`src/logic/video_timing_pkg.sv`:
```
/*
  Video timing definitions for the background display processor.
  Raster size, render window, sync positions, pixel types and the
  16-entry RGB palette.
*/
`default_nettype none

package video_timing_pkg;

  typedef logic [8:0]  raster_t;     // Row or column count
  typedef logic [3:0]  color_idx_t;  // Palette index
  typedef logic [23:0] rgb_t;        // {red, green, blue}

  // Raster size
  localparam raster_t num_rows = 9'd263;
  localparam raster_t num_cols = 9'd260;

  // Render window, 208 x 232
  localparam raster_t first_row_render = 9'd16;
  localparam raster_t last_row_render  = 9'd247;
  localparam raster_t first_col_render = 9'd23;
  localparam raster_t last_col_render  = 9'd230;

  localparam raster_t first_row_vsync = 9'd257;
  localparam raster_t last_row_vsync  = 9'd259;
  localparam raster_t first_col_hsync = 9'd240;
  localparam raster_t last_col_hsync  = 9'd259;

  localparam int pipe_latency = 3;  // Raster position to RGB and sync

  localparam color_idx_t border_color = 4'd1;  // Black

  // RGB connector levels; brightness sags as R+G+B rises
  localparam rgb_t palette [16] = '{
    24'h0000A0, 24'h000000, 24'h0000F5, 24'hA000EB,
    24'h00F500, 24'h96EB96, 24'h00EBEB, 24'h00A000,
    24'hF50000, 24'hEBA000, 24'hEB00EB, 24'hEB9696,
    24'hEBEB00, 24'hA0A000, 24'h969696, 24'hE1E1E1
  };

endpackage

`default_nettype wire

```
`src/logic/raster_timing.sv`:
```
/*
  Raster counter and sync generator.
  263 rows by 260 columns, one column per clock. DE, HS, VS and VBL
  are delayed to line up with the RGB pipeline.
*/
`default_nettype none
`timescale 1ns/100ps

module raster_timing import video_timing_pkg::*; (
  input  wire      CLK,
  input  wire      reset,
  output raster_t  row,
  output raster_t  col,
  output logic     vsync_start,
  output logic     render_px,
  output logic     de,
  output logic     hs,
  output logic     vs,
  output logic     vbl
);

  logic render_row, render_col;
  logic [pipe_latency-1:0] de_sr, hs_sr, vs_sr, vbl_sr;

  always_ff @(posedge CLK) begin
    if (reset) begin
      row <= '0;
      col <= '0;
    end else if (col == num_cols - 9'd1) begin
      col <= '0;
      row <= (row == num_rows - 9'd1) ? '0 : row + 9'd1;  // Frame wrap
    end else begin
      col <= col + 9'd1;
    end
  end

  assign render_row  = (row >= first_row_render) && (row <= last_row_render);
  assign render_col  = (col >= first_col_render) && (col <= last_col_render);
  assign vsync_start = (row == first_row_vsync) && (col == '0);  // Shadow regs go live

  // Delay lines, newest stage in bit 0
  always_ff @(posedge CLK) begin
    if (reset) begin
      de_sr  <= '0;
      hs_sr  <= '0;
      vs_sr  <= '0;
      vbl_sr <= '1;
    end else begin
      de_sr  <= {de_sr[pipe_latency-2:0], render_row & render_col};
      hs_sr  <= {hs_sr[pipe_latency-2:0], (col >= first_col_hsync) && (col <= last_col_hsync)};
      vs_sr  <= {vs_sr[pipe_latency-2:0], (row >= first_row_vsync) && (row <= last_row_vsync)};
      vbl_sr <= {vbl_sr[pipe_latency-2:0], ~render_row};
    end
  end

  assign render_px = de_sr[pipe_latency-2];  // One stage early for color_gen
  assign de        = de_sr[pipe_latency-1];
  assign hs        = hs_sr[pipe_latency-1];
  assign vs        = vs_sr[pipe_latency-1];
  assign vbl       = vbl_sr[pipe_latency-1];

endmodule

`default_nettype wire

```
`config.mk`:
```
export PLATFORM = sky130hd
export DESIGN_NAME = raster_timing
export DESIGN_NICKNAME = d
export VERILOG_FILES = /design/src/logic/video_timing_pkg.sv /design/src/logic/raster_timing.sv
export SDC_FILE = /design/constraint.sdc
export NUM_CORES = 1
export LEC_CHECK = 0
export ABC_AREA = 1
export BUFFER_PORTS_ARGS = -buffer_cell sky130_fd_sc_hd__buf_4
export CAP_MARGIN = 20
export CORE_ASPECT_RATIO = 0.5
export CORE_MARGIN = 2
export CORE_UTILIZATION = 30
export CTS_BUF_LIST = sky130_fd_sc_hd__clkbuf_4 sky130_fd_sc_hd__clkbuf_8 sky130_fd_sc_hd__clkbuf_16
export DETAILED_ROUTE_END_ITERATION = 10
export GPL_TIMING_DRIVEN = 0
export PLACE_DENSITY_LB_ADDON = 0.08
export SYNTH_ARGS = -nofsm -noshare
export SYNTH_HDL_FRONTEND = slang
export SYNTH_SLANG_ARGS = --single-unit
```
`constraint.sdc`:
```
create_clock -name CLK -period 1.85 [get_ports CLK]
set_input_delay 0.37 -clock CLK [delete_from_list [all_inputs] [get_ports CLK]]
set_output_delay 0.37 -clock CLK [all_outputs]
set_load 0.05 [all_outputs]
```
==> flow_metrics.env, run 1 <==
export IMPL_cts_hold_buf=0
export IMPL_io_buffers=25
export IMPL_hold_depth=2
export IMPL_drt_first_iter_violations=46
export IMPL_grt_max_degree=11
export IMPL_post_drt_wl_per_cell_um=11.0
export IMPL_crit_fanout=2
export IMPL_grt_pass1_wl_mm=6.33
export IMPL_synth_flop_cell="dfxtp_1"
export IMPL_detailedPlace_worstSlack_ns=0.135
export IMPL_final_core_util_pct=41.8
export IMPL_core_area_sq_um=4930
export IMPL_synth_largest_area_cell="dfxtp_1"
export IMPL_r2r_setup_slack_ns=0.26
export IMPL_cts_buffers=5
export IMPL_cp_top_family="simple AND/OR/NAND/NOR gates"
export IMPL_fin_nets=277
export IMPL_antenna_cells=0
export IMPL_grt_use_total_pct=14.7
export IMPL_final_layout_size_suffix_gt1_share_pct=33.5
export IMPL_fin_ws_ns=0.0813
export IMPL_die_h_um=54.6
export IMPL_required_ns=1.48
export IMPL_yosysMostFrequentCell="nand2_1"
export IMPL_synthDistinctLibCells=25
export IMPL_gp_congestion=0.779
export IMPL_ys_seq_elements=30
export IMPL_antenna_left=0
export IMPL_root_buffer="clkbuf_8"
export IMPL_power_density_nw_per_um2=632
export IMPL_via_per_inst=4.38
export IMPL_critPathLaunchType="register"
export IMPL_dp_hpwl_mm=2.63
export IMPL_synth_warnings=0
export IMPL_netlist_area_sq_um=1530
export IMPL_initial_core_util_pct=31.1
export IMPL_synth_enable_flop_cells=0
export IMPL_numClockSinks=30
export IMPL_routed_wl_mm=3.73
export IMPL_fmax_mhz=565
export IMPL_crit_arrival_ns=1.40
export IMPL_synth_avg_cell_area_sq_um=6.85
export IMPL_crit_chain="inv_2 > nand2_2 > nor2_4 > nand4_1 > nor3_4 > buf_6"
export IMPL_vias=1484
export IMPL_hold_violations=0
export IMPL_holdWs_ns=0.311
export IMPL_cts_max_level=2
export IMPL_slowest_stage="dfxtp_4"
export IMPL_yosysTopAreaCellShare_pct=39.2
export IMPL_rsz0062_at_grt="yes"
export IMPL_ioPinCount=26
export IMPL_worst_path_stages=6
export IMPL_finalCriticalPeriod_ns=1.77
export IMPL_ys_async_sr_fraction_pct=0
export IMPL_drc=0
export IMPL_netlist_instances=224
export IMPL_drt_pre_antenna_iters=4
export IMPL_syn_to_final_growth_pct=34.5
export IMPL_cts_tree="done"
export IMPL_ir_drop_v=0.000268
export IMPL_clock_skew_ns=0.00604
export IMPL_worstSetupEndpointType="primary output"
export IMPL_min_period_over_period_pct=95.6
export IMPL_worstMarginPinSlew_ns=0.428
export IMPL_crit_path_max_incr_delay_ns=0.35
export IMPL_maxSlewViolCount=0
export IMPL_cts_path_max_buffers=2
export IMPL_setup_viol=0
export IMPL_layoutNonFillerInstCount=339
export IMPL_dp_cells=319
export IMPL_synth_seq_area_share_pct=39.2
export IMPL_hold_class="in -> reg"
export IMPL_status="finished, final reports clean"
export IMPL_path_class="reg -> out"
export IMPL_grt_pass1_vias=1395
export IMPL_clkLatencyLatePin_ns=0.29
export IMPL_reg2regPathDepth=8
export IMPL_netlist_top_cells_area="dfxtp_1 39%, nand2_1 11%, nor2_1 10%"
export IMPL_maxCapViolations=0
export IMPL_slew_headroom_pct=71.5
export IMPL_fp_row_count=18
export IMPL_die_w_um=105
export IMPL_path_clk_slew_ns=0.07
export IMPL_leakagePower_nw=0.919
export IMPL_syn_nets=233
export IMPL_p_total_mw=1.30
export IMPL_synth_top_cells_by_count="44 x nand2_1, 42 x nor2_1, 30 x dfxtp_1"
export IMPL_antenna_found_initial=0
export IMPL_dieArea_sq_um=5740
export IMPL_crit_buf_inv=2
export IMPL_globalRouteOverflowTotal=0
report_power, final:
group | switching [mW] | internal, mW
clock network | 0.273 | 0.299
logic | 0.0535 | 0.0224
registers | 0.00959 | 0.646
total | 0.336 | 0.968
area by class of cell:
class	instances	area (sq um)
inverter	36	139
timing repair buffer	37	282
tap	70	87.6
multi-input combinational	156	827
clock buffer	6	82.6
buffer	2	11.3
clock inverter	2	12.5
sequential	30	622
fill	527	2870
cell usage in the layout, fill, tap and decap left out, drive strengths merged:
cell and n:
o211ai 1, ha 7, o21ai 12, buf 38, nor3 8, dfxtp 30, or2 2, clkbuf 7
a31oi 1, nand3 17, clkinvlp 1, a21oi 4, nand4 4, nand2 51, clkinv 2, xnor2 1
nor4 1, nor2 47, inv 35
registers in the layout, indices dropped and copies added, names as in the netlist:
signal / cells
row: 9
de_sr: 3
vbl_sr: 3
vs_sr: 3
hs_sr: 3
col: 9
logic make-up after synthesis:
group	count (synthesis)	share of synthesized area, %
flops	30	39.2
xor+xnor	1	0.571
simple gates	130	38.8
buf+inv	38	9.62
fa+ha+maj	7	5.71
compound gates	18	6.12
through the flow:
step | TNS [ns] | instance area, sq um
final | 0 | 2060
after global routing | -0.0431 | 2060
after CTS | 0 | 2050
after detailed placement | 0 | 1830
after global placement | 0 | 1830
after floorplan | 0 | 1550
timing repair:
item	4_1_cts	5_1_grt
resized for setup	19	4
buffers inserted	12	0
endpoints found under the setup margin	1	1
pin swaps	5	1
worst reg2reg max path: stages (launching register included):
cell	delay, ns
dfxtp_1	0.42
ha_1	0.28
nand2_1	0.11
nor2_4	0.17
nand2_8	0.10
nand2_4	0.16
nand2_2	0.08
inv_2	0.11
nor2_1	0.06
final timing paths:
check,startpoint,endpoint
max,row[7],vsync_start
min,reset,vbl_sr[2]
max reg2reg,col[1],row[1]
min reg2reg,hs_sr[1],hs_sr[2]
layer usage:
layer	global-route usage (%)	part of all wire, %	up-vias
li1	-	-	787
met1	18.8	53	657
met2	23.2	41	32
met3	4.64	4.0	8
met4	6.67	1.8	0
met5	0	0	-
Note: power is estimated with default switching activity, not from simulation.
==> run 2: changes to the inputs <==
--- a/config.mk
+++ b/config.mk
@@ -6,13 +6,13 @@
 export NUM_CORES = 1
 export LEC_CHECK = 0
 export ABC_AREA = 1
-export BUFFER_PORTS_ARGS = -buffer_cell sky130_fd_sc_hd__buf_4
 export CAP_MARGIN = 20
 export CORE_ASPECT_RATIO = 0.5
 export CORE_MARGIN = 2
 export CORE_UTILIZATION = 30
 export CTS_BUF_LIST = sky130_fd_sc_hd__clkbuf_4 sky130_fd_sc_hd__clkbuf_8 sky130_fd_sc_hd__clkbuf_16
 export DETAILED_ROUTE_END_ITERATION = 10
+export DONT_BUFFER_PORTS = 1
 export GPL_TIMING_DRIVEN = 0
 export PLACE_DENSITY_LB_ADDON = 0.08
 export SYNTH_ARGS = -nofsm -noshare
==> flow_metrics.env, run 2 (synthesis results as in run 1) <==
export IMPL_crit_arrival_ns=1.66
export IMPL_slew_headroom_pct=59.8
export IMPL_syn_to_final_growth_pct=19.7
export IMPL_ioPinCount=26
export IMPL_met3_length_um=278
export IMPL_setup_viol=1
export IMPL_final_layout_size_suffix_gt1_share_pct=24.4
export IMPL_initial_core_util_pct=31.1
export IMPL_worstSetupEndpointType="primary output"
export IMPL_io_buffers=0
export IMPL_grt_use_total_pct=14.2
export IMPL_drt_first_iter_violations=41
export IMPL_min_period_over_period_pct=110
export IMPL_min_to="vbl_sr[2]"
export IMPL_crit_buf_inv=1
export IMPL_gp_congestion=0.771
export IMPL_top_regs="col (9), row (9)"
export IMPL_cts_hold_buf=0
export IMPL_grt_max_degree=12
export IMPL_status="complete, but fails checks"
export IMPL_hold_depth=1
export IMPL_required_ns=1.48
export IMPL_clkLatencyLatePin_ns=0.29
export IMPL_grt_pass1_vias=1345
export IMPL_wl_met1_mm=1.78
export IMPL_path_class="reg -> out"
export IMPL_clock_skew_ns=0.00678
export IMPL_reg2regPathDepth=8
export IMPL_die_h_um=54.6
export IMPL_maxCapViolations=0
export IMPL_root_buffer="clkbuf_8"
export IMPL_grt_pass1_wl_mm=6.15
export IMPL_holdCritStartpoint="reset"
export IMPL_timing_rr_end="row[8]"
export IMPL_numClockSinks=30
export IMPL_n_fill_cell=529
export IMPL_fmax_mhz=492
export IMPL_routed_top_layer="met4"
export IMPL_seq_area_sq_um=652
export IMPL_cts_tree="done"
export IMPL_cts_path_max_buffers=2
export IMPL_route_met2_wl_mm=1.45
export IMPL_routed_wl_mm=3.56
export IMPL_drc=0
export IMPL_crit_chain="ha_4 > nand2_1 > inv_1 > nand4_1 > nor3_4"
export IMPL_critPathLaunchType="register"
export IMPL_r2r_start="row[2]"
export IMPL_power_density_nw_per_um2=753
export IMPL_cts_max_level=2
export IMPL_ir_drop_v=0.000287
export IMPL_cp_top_family="simple AND/OR/NAND/NOR gates"
export IMPL_path_clk_slew_ns=0.07
export IMPL_slowest_stage="dfxtp_4"
export IMPL_layoutNonFillerInstCount=304
export IMPL_antenna_cells=0
export IMPL_fin_ws_ns=-0.184
export IMPL_post_drt_wl_per_cell_um=11.7
export IMPL_via_per_inst=4.48
export IMPL_cts_buffers=5
export IMPL_fin_tns_setup_ns=-0.184
export IMPL_vias=1363
export IMPL_globalRouteOverflowTotal=0
export IMPL_dp_hpwl_mm=2.62
export IMPL_core_area_sq_um=4930
export IMPL_rsz0062_at_grt="yes"
export IMPL_final_cell_mix="44 x nand2_1, 41 x nor2_1, 24 x inv_1, 17 x nand3_1, 13 x dfxtp_1"
export IMPL_holdWs_ns=0.189
export IMPL_fp_row_count=18
export IMPL_leakagePower_nw=0.742
export IMPL_antenna_left=0
export IMPL_worstMarginPinSlew_ns=0.602
export IMPL_crit_path_max_incr_delay_ns=0.48
export IMPL_antenna_found_initial=0
export IMPL_die_w_um=105
export IMPL_maxSlewViolCount=0
export IMPL_crit_fanout=7
export IMPL_final_common_cell="nand2_1"
export IMPL_violations="setup timing"
export IMPL_hold_violations=0
export IMPL_dp_cells=294
export IMPL_p_total_mw=1.38
export IMPL_finalCriticalPeriod_ns=2.03
export IMPL_hold_class="in -> reg"
export IMPL_dieArea_sq_um=5740
export IMPL_r2r_setup_slack_ns=0.19
export IMPL_drt_pre_antenna_iters=4
export IMPL_fin_nets=242
export IMPL_multiInputGateArea_sq_um=817
run 2: changes by cell type in the layout (fill, tap and decap cells not counted), sizes merged:
cell and delta:
clkinvlp +1, buf -35, clkinv -1, bufinv +1
clkbuf -1
run 2: how the worst max path moves through the flow:
stage,from,endpoint,slack [ns],depth (start not counted)
after floorplan,row[5],vsync_start,0.003,5
after global placement,row[5],vsync_start,-0.26,5
after detailed placement,row[5],vsync_start,-0.27,5
after CTS,row[0],vsync_start,-0.27,5
after global routing,row[7],vsync_start,-0.31,5
final,row[0],vsync_start,-0.18,5
run 2: area by class of cell:
cell class                      instances  share of cell area [%]
Multi-Input combinational cell        156                    44.5
Sequential cell                        30                    35.5
Inverter                               36                    7.57
Tap cell                               70                    4.77
Clock buffer                            5                    3.75
Clock inverter                          3                    2.45
Timing Repair Buffer                    2                   0.818
Buffer                                  2                   0.613
run 2: per-stage QoR:
stage / instance area (sq um) / setup WS, ns / utilization, %
final: 1840 / -0.184 / 37.2
after global routing: 1840 / -0.312 / 37.2
after CTS: 1820 / -0.268 / 36.9
after detailed placement: 1640 / -0.265 / 33.3
after global placement: 1640 / -0.255 / 33.3
after floorplan: 1550 / 0.00310 / -
run 2: report_power, final:
group | switching, mW | total (mW) | internal (mW) | leakage (nW)
Sequential | 0.0291 | 0.666 | 0.637 | 0.254
Clock | 0.272 | 0.673 | 0.400 | 0.0504
Combinational | 0.0298 | 0.0433 | 0.0135 | 0.438
Total | 0.331 | 1.38 | 1.05 | 0.742
run 2: what timing repair did:
action	in CTS	in global routing
setup endpoints to repair	12	12
gates resized for setup	28	5
pin swaps	4	2
cloned	0	0
setup buffers	1	1
run 2: per-layer routing:
metal,GRT usage [%],vias to the layer above
li1,-,719
met1,17.0,606
met2,22.2,33
met3,6.67,5
met4,6.89,0
met5,0,-
==> run 3: changes to the inputs <==
--- a/config.mk
+++ b/config.mk
@@ -15,6 +15,7 @@
 export DONT_BUFFER_PORTS = 1
 export GPL_TIMING_DRIVEN = 0
 export PLACE_DENSITY_LB_ADDON = 0.08
+export SETUP_SLACK_MARGIN = 0.3
 export SYNTH_ARGS = -nofsm -noshare
 export SYNTH_HDL_FRONTEND = slang
 export SYNTH_SLANG_ARGS = --single-unit
==> flow_metrics.env, run 3 (synthesis results as in run 1) <==
export IMPL_status="complete, but fails checks"
export IMPL_violations="setup timing"
export IMPL_seq_area_sq_um=658
export IMPL_ir_drop_v=0.000317
export IMPL_via_per_inst=4.46
export IMPL_cp_top_family="simple AND/OR/NAND/NOR gates"
export IMPL_ioPinCount=26
export IMPL_dp_hpwl_mm=2.62
export IMPL_hold_depth=1
export IMPL_die_w_um=105
export IMPL_dieArea_sq_um=5740
export IMPL_antenna_found_initial=0
export IMPL_path_class="reg -> out"
export IMPL_numClockSinks=30
export IMPL_rsz0062_at_grt="yes"
export IMPL_multiInputGateArea_sq_um=853
export IMPL_leakagePower_nw=0.748
export IMPL_stdcell_area_sq_um=1870
export IMPL_slowest_stage="dfxtp_4"
export IMPL_r2r_setup_slack_ns=0.31
export IMPL_grt_max_degree=11
export IMPL_clkLatencyLatePin_ns=0.29
export IMPL_min_period_over_period_pct=110
export IMPL_dpl_cell_area_sq_um=1680
export IMPL_grt_pass1_wl_mm=5.91
export IMPL_critPathLaunchType="register"
export IMPL_antenna_left=0
export IMPL_final_common_cell="nand2_1"
export IMPL_crit_fanout=7
export IMPL_grt_pass1_vias=1213
export IMPL_syn_to_final_growth_pct=21.9
export IMPL_slew_headroom_pct=63.8
export IMPL_cts_max_level=2
export IMPL_crit_path_max_incr_delay_ns=0.48
export IMPL_crit_buf_inv=1
export IMPL_maxCapViolations=0
export IMPL_top_regs="col (9), row (9)"
export IMPL_path_clk_slew_ns=0.07
export IMPL_crit_chain="ha_4 > nand2_2 > inv_2 > nand4_1 > nor3_4"
export IMPL_maxSlewViolCount=0
export IMPL_final_layout_size_suffix_gt1_share_pct=27.7
export IMPL_root_buffer="clkbuf_8"
export IMPL_worstMarginPinSlew_ns=0.541
export IMPL_core_area_sq_um=4930
export IMPL_worstSetupEndpointType="primary output"
export IMPL_power_density_nw_per_um2=685
export IMPL_io_buffers=0
export IMPL_final_cell_mix="42 x nand2_1, 41 x nor2_1, 22 x inv_1, 16 x nand3_1, 14 x dfxtp_4"
export IMPL_setup_viol=1
export IMPL_holdWs_ns=0.183
export IMPL_cts_tree="done"
export IMPL_finalCriticalPeriod_ns=2.03
export IMPL_dp_cells=294
export IMPL_die_h_um=54.6
export IMPL_drt_first_iter_violations=23
export IMPL_drc=0
export IMPL_hold_class="in -> reg"
export IMPL_required_ns=1.48
export IMPL_fin_ws_ns=-0.183
export IMPL_n_fill_cell=540
export IMPL_fin_nets=243
export IMPL_vias=1359
export IMPL_drt_pre_antenna_iters=4
export IMPL_reg2regPathDepth=9
export IMPL_cts_path_max_buffers=2
export IMPL_hold_violations=0
export IMPL_crit_arrival_ns=1.66
export IMPL_globalRouteOverflowTotal=0
export IMPL_worst_path_stages=5
export IMPL_fp_row_count=18
export IMPL_grt_use_total_pct=13.9
export IMPL_gp_congestion=0.773
export IMPL_antenna_cells=0
export IMPL_post_drt_wl_per_cell_um=11.4
export IMPL_fmax_mhz=492
export IMPL_initial_core_util_pct=31.1
export IMPL_layoutNonFillerInstCount=305
export IMPL_routed_wl_mm=3.49
export IMPL_cts_buffers=5
export IMPL_clock_skew_ns=0.00549
export IMPL_detailedPlace_worstSlack_ns=0.00906
[run 3: changes by cell type in the layout (fill, tap and decap cells not counted), sizes merged]
cell	delta
bufinv	-1
clkbuf	+1
clkinv	+1
clkinvlp	-1
buf	+1
[run 3: cell type report]
cell class	count	share of cell area [%]
flip-flops and latches	30	35.2
clock inverters	2	0.669
inverters	36	7.56
repair buffers	3	1.20
clock buffers	6	4.42
well taps	70	4.69
plain buffers	2	0.602
multi-input cells	156	45.6
[run 3: layer usage]
layer | part of all wire [%] | global-route usage [%]
met5 | 0 | 0
met4 | 1.4 | 6.00
met3 | 6.2 | 6.31
met2 | 41 | 20.5
met1 | 52 | 17.6
[run 3: metrics by stage]
step           util [%]  power [mW]  TNS, ns
6_report           37.9        1.28   -0.183
2_1_floorplan         -       0.718        0
3_3_place_gp       34.1       0.730  -0.0116
3_5_place_dp       34.1       0.730        0
4_1_cts            37.5        1.30   -0.295
5_1_grt            37.9        1.34   -0.293
[run 3: path summary, 6_finish.rpt]
kind                 start           to
hold / removal       reset    vbl_sr[2]
setup / recovery    row[0]  vsync_start
setup reg to reg    row[1]       row[8]
hold reg to reg   vs_sr[0]     vs_sr[1]
[run 3: repair_timing]
item,4_1_cts,5_1_grt
setup buffers,2,1
gates resized for setup,16,7
setup endpoints to repair,20,9
pin swaps,4,4
hold buffers,0,0
[run 3: power by group]
part | switching (mW) | internal, mW | total [mW] | leakage, nW
Combinational | 0.0318 | 0.0163 | 0.0481 | 0.445
Clock | 0.269 | 0.299 | 0.568 | 0.0472
Sequential | 0.0308 | 0.634 | 0.665 | 0.255
Total | 0.332 | 0.949 | 1.28 | 0.748
[run 3: worst register-to-register path, stage by stage, from the launching register on]
cell and delay, ns:
dfxtp_4 0.49, ha_1 0.21, nand2_1 0.11, nor2_1 0.15, inv_1 0.07, nor2_1 0.17, nand2_1 0.08, nand2_1 0.07
nand2_1 0.05, nor2_1 0.07
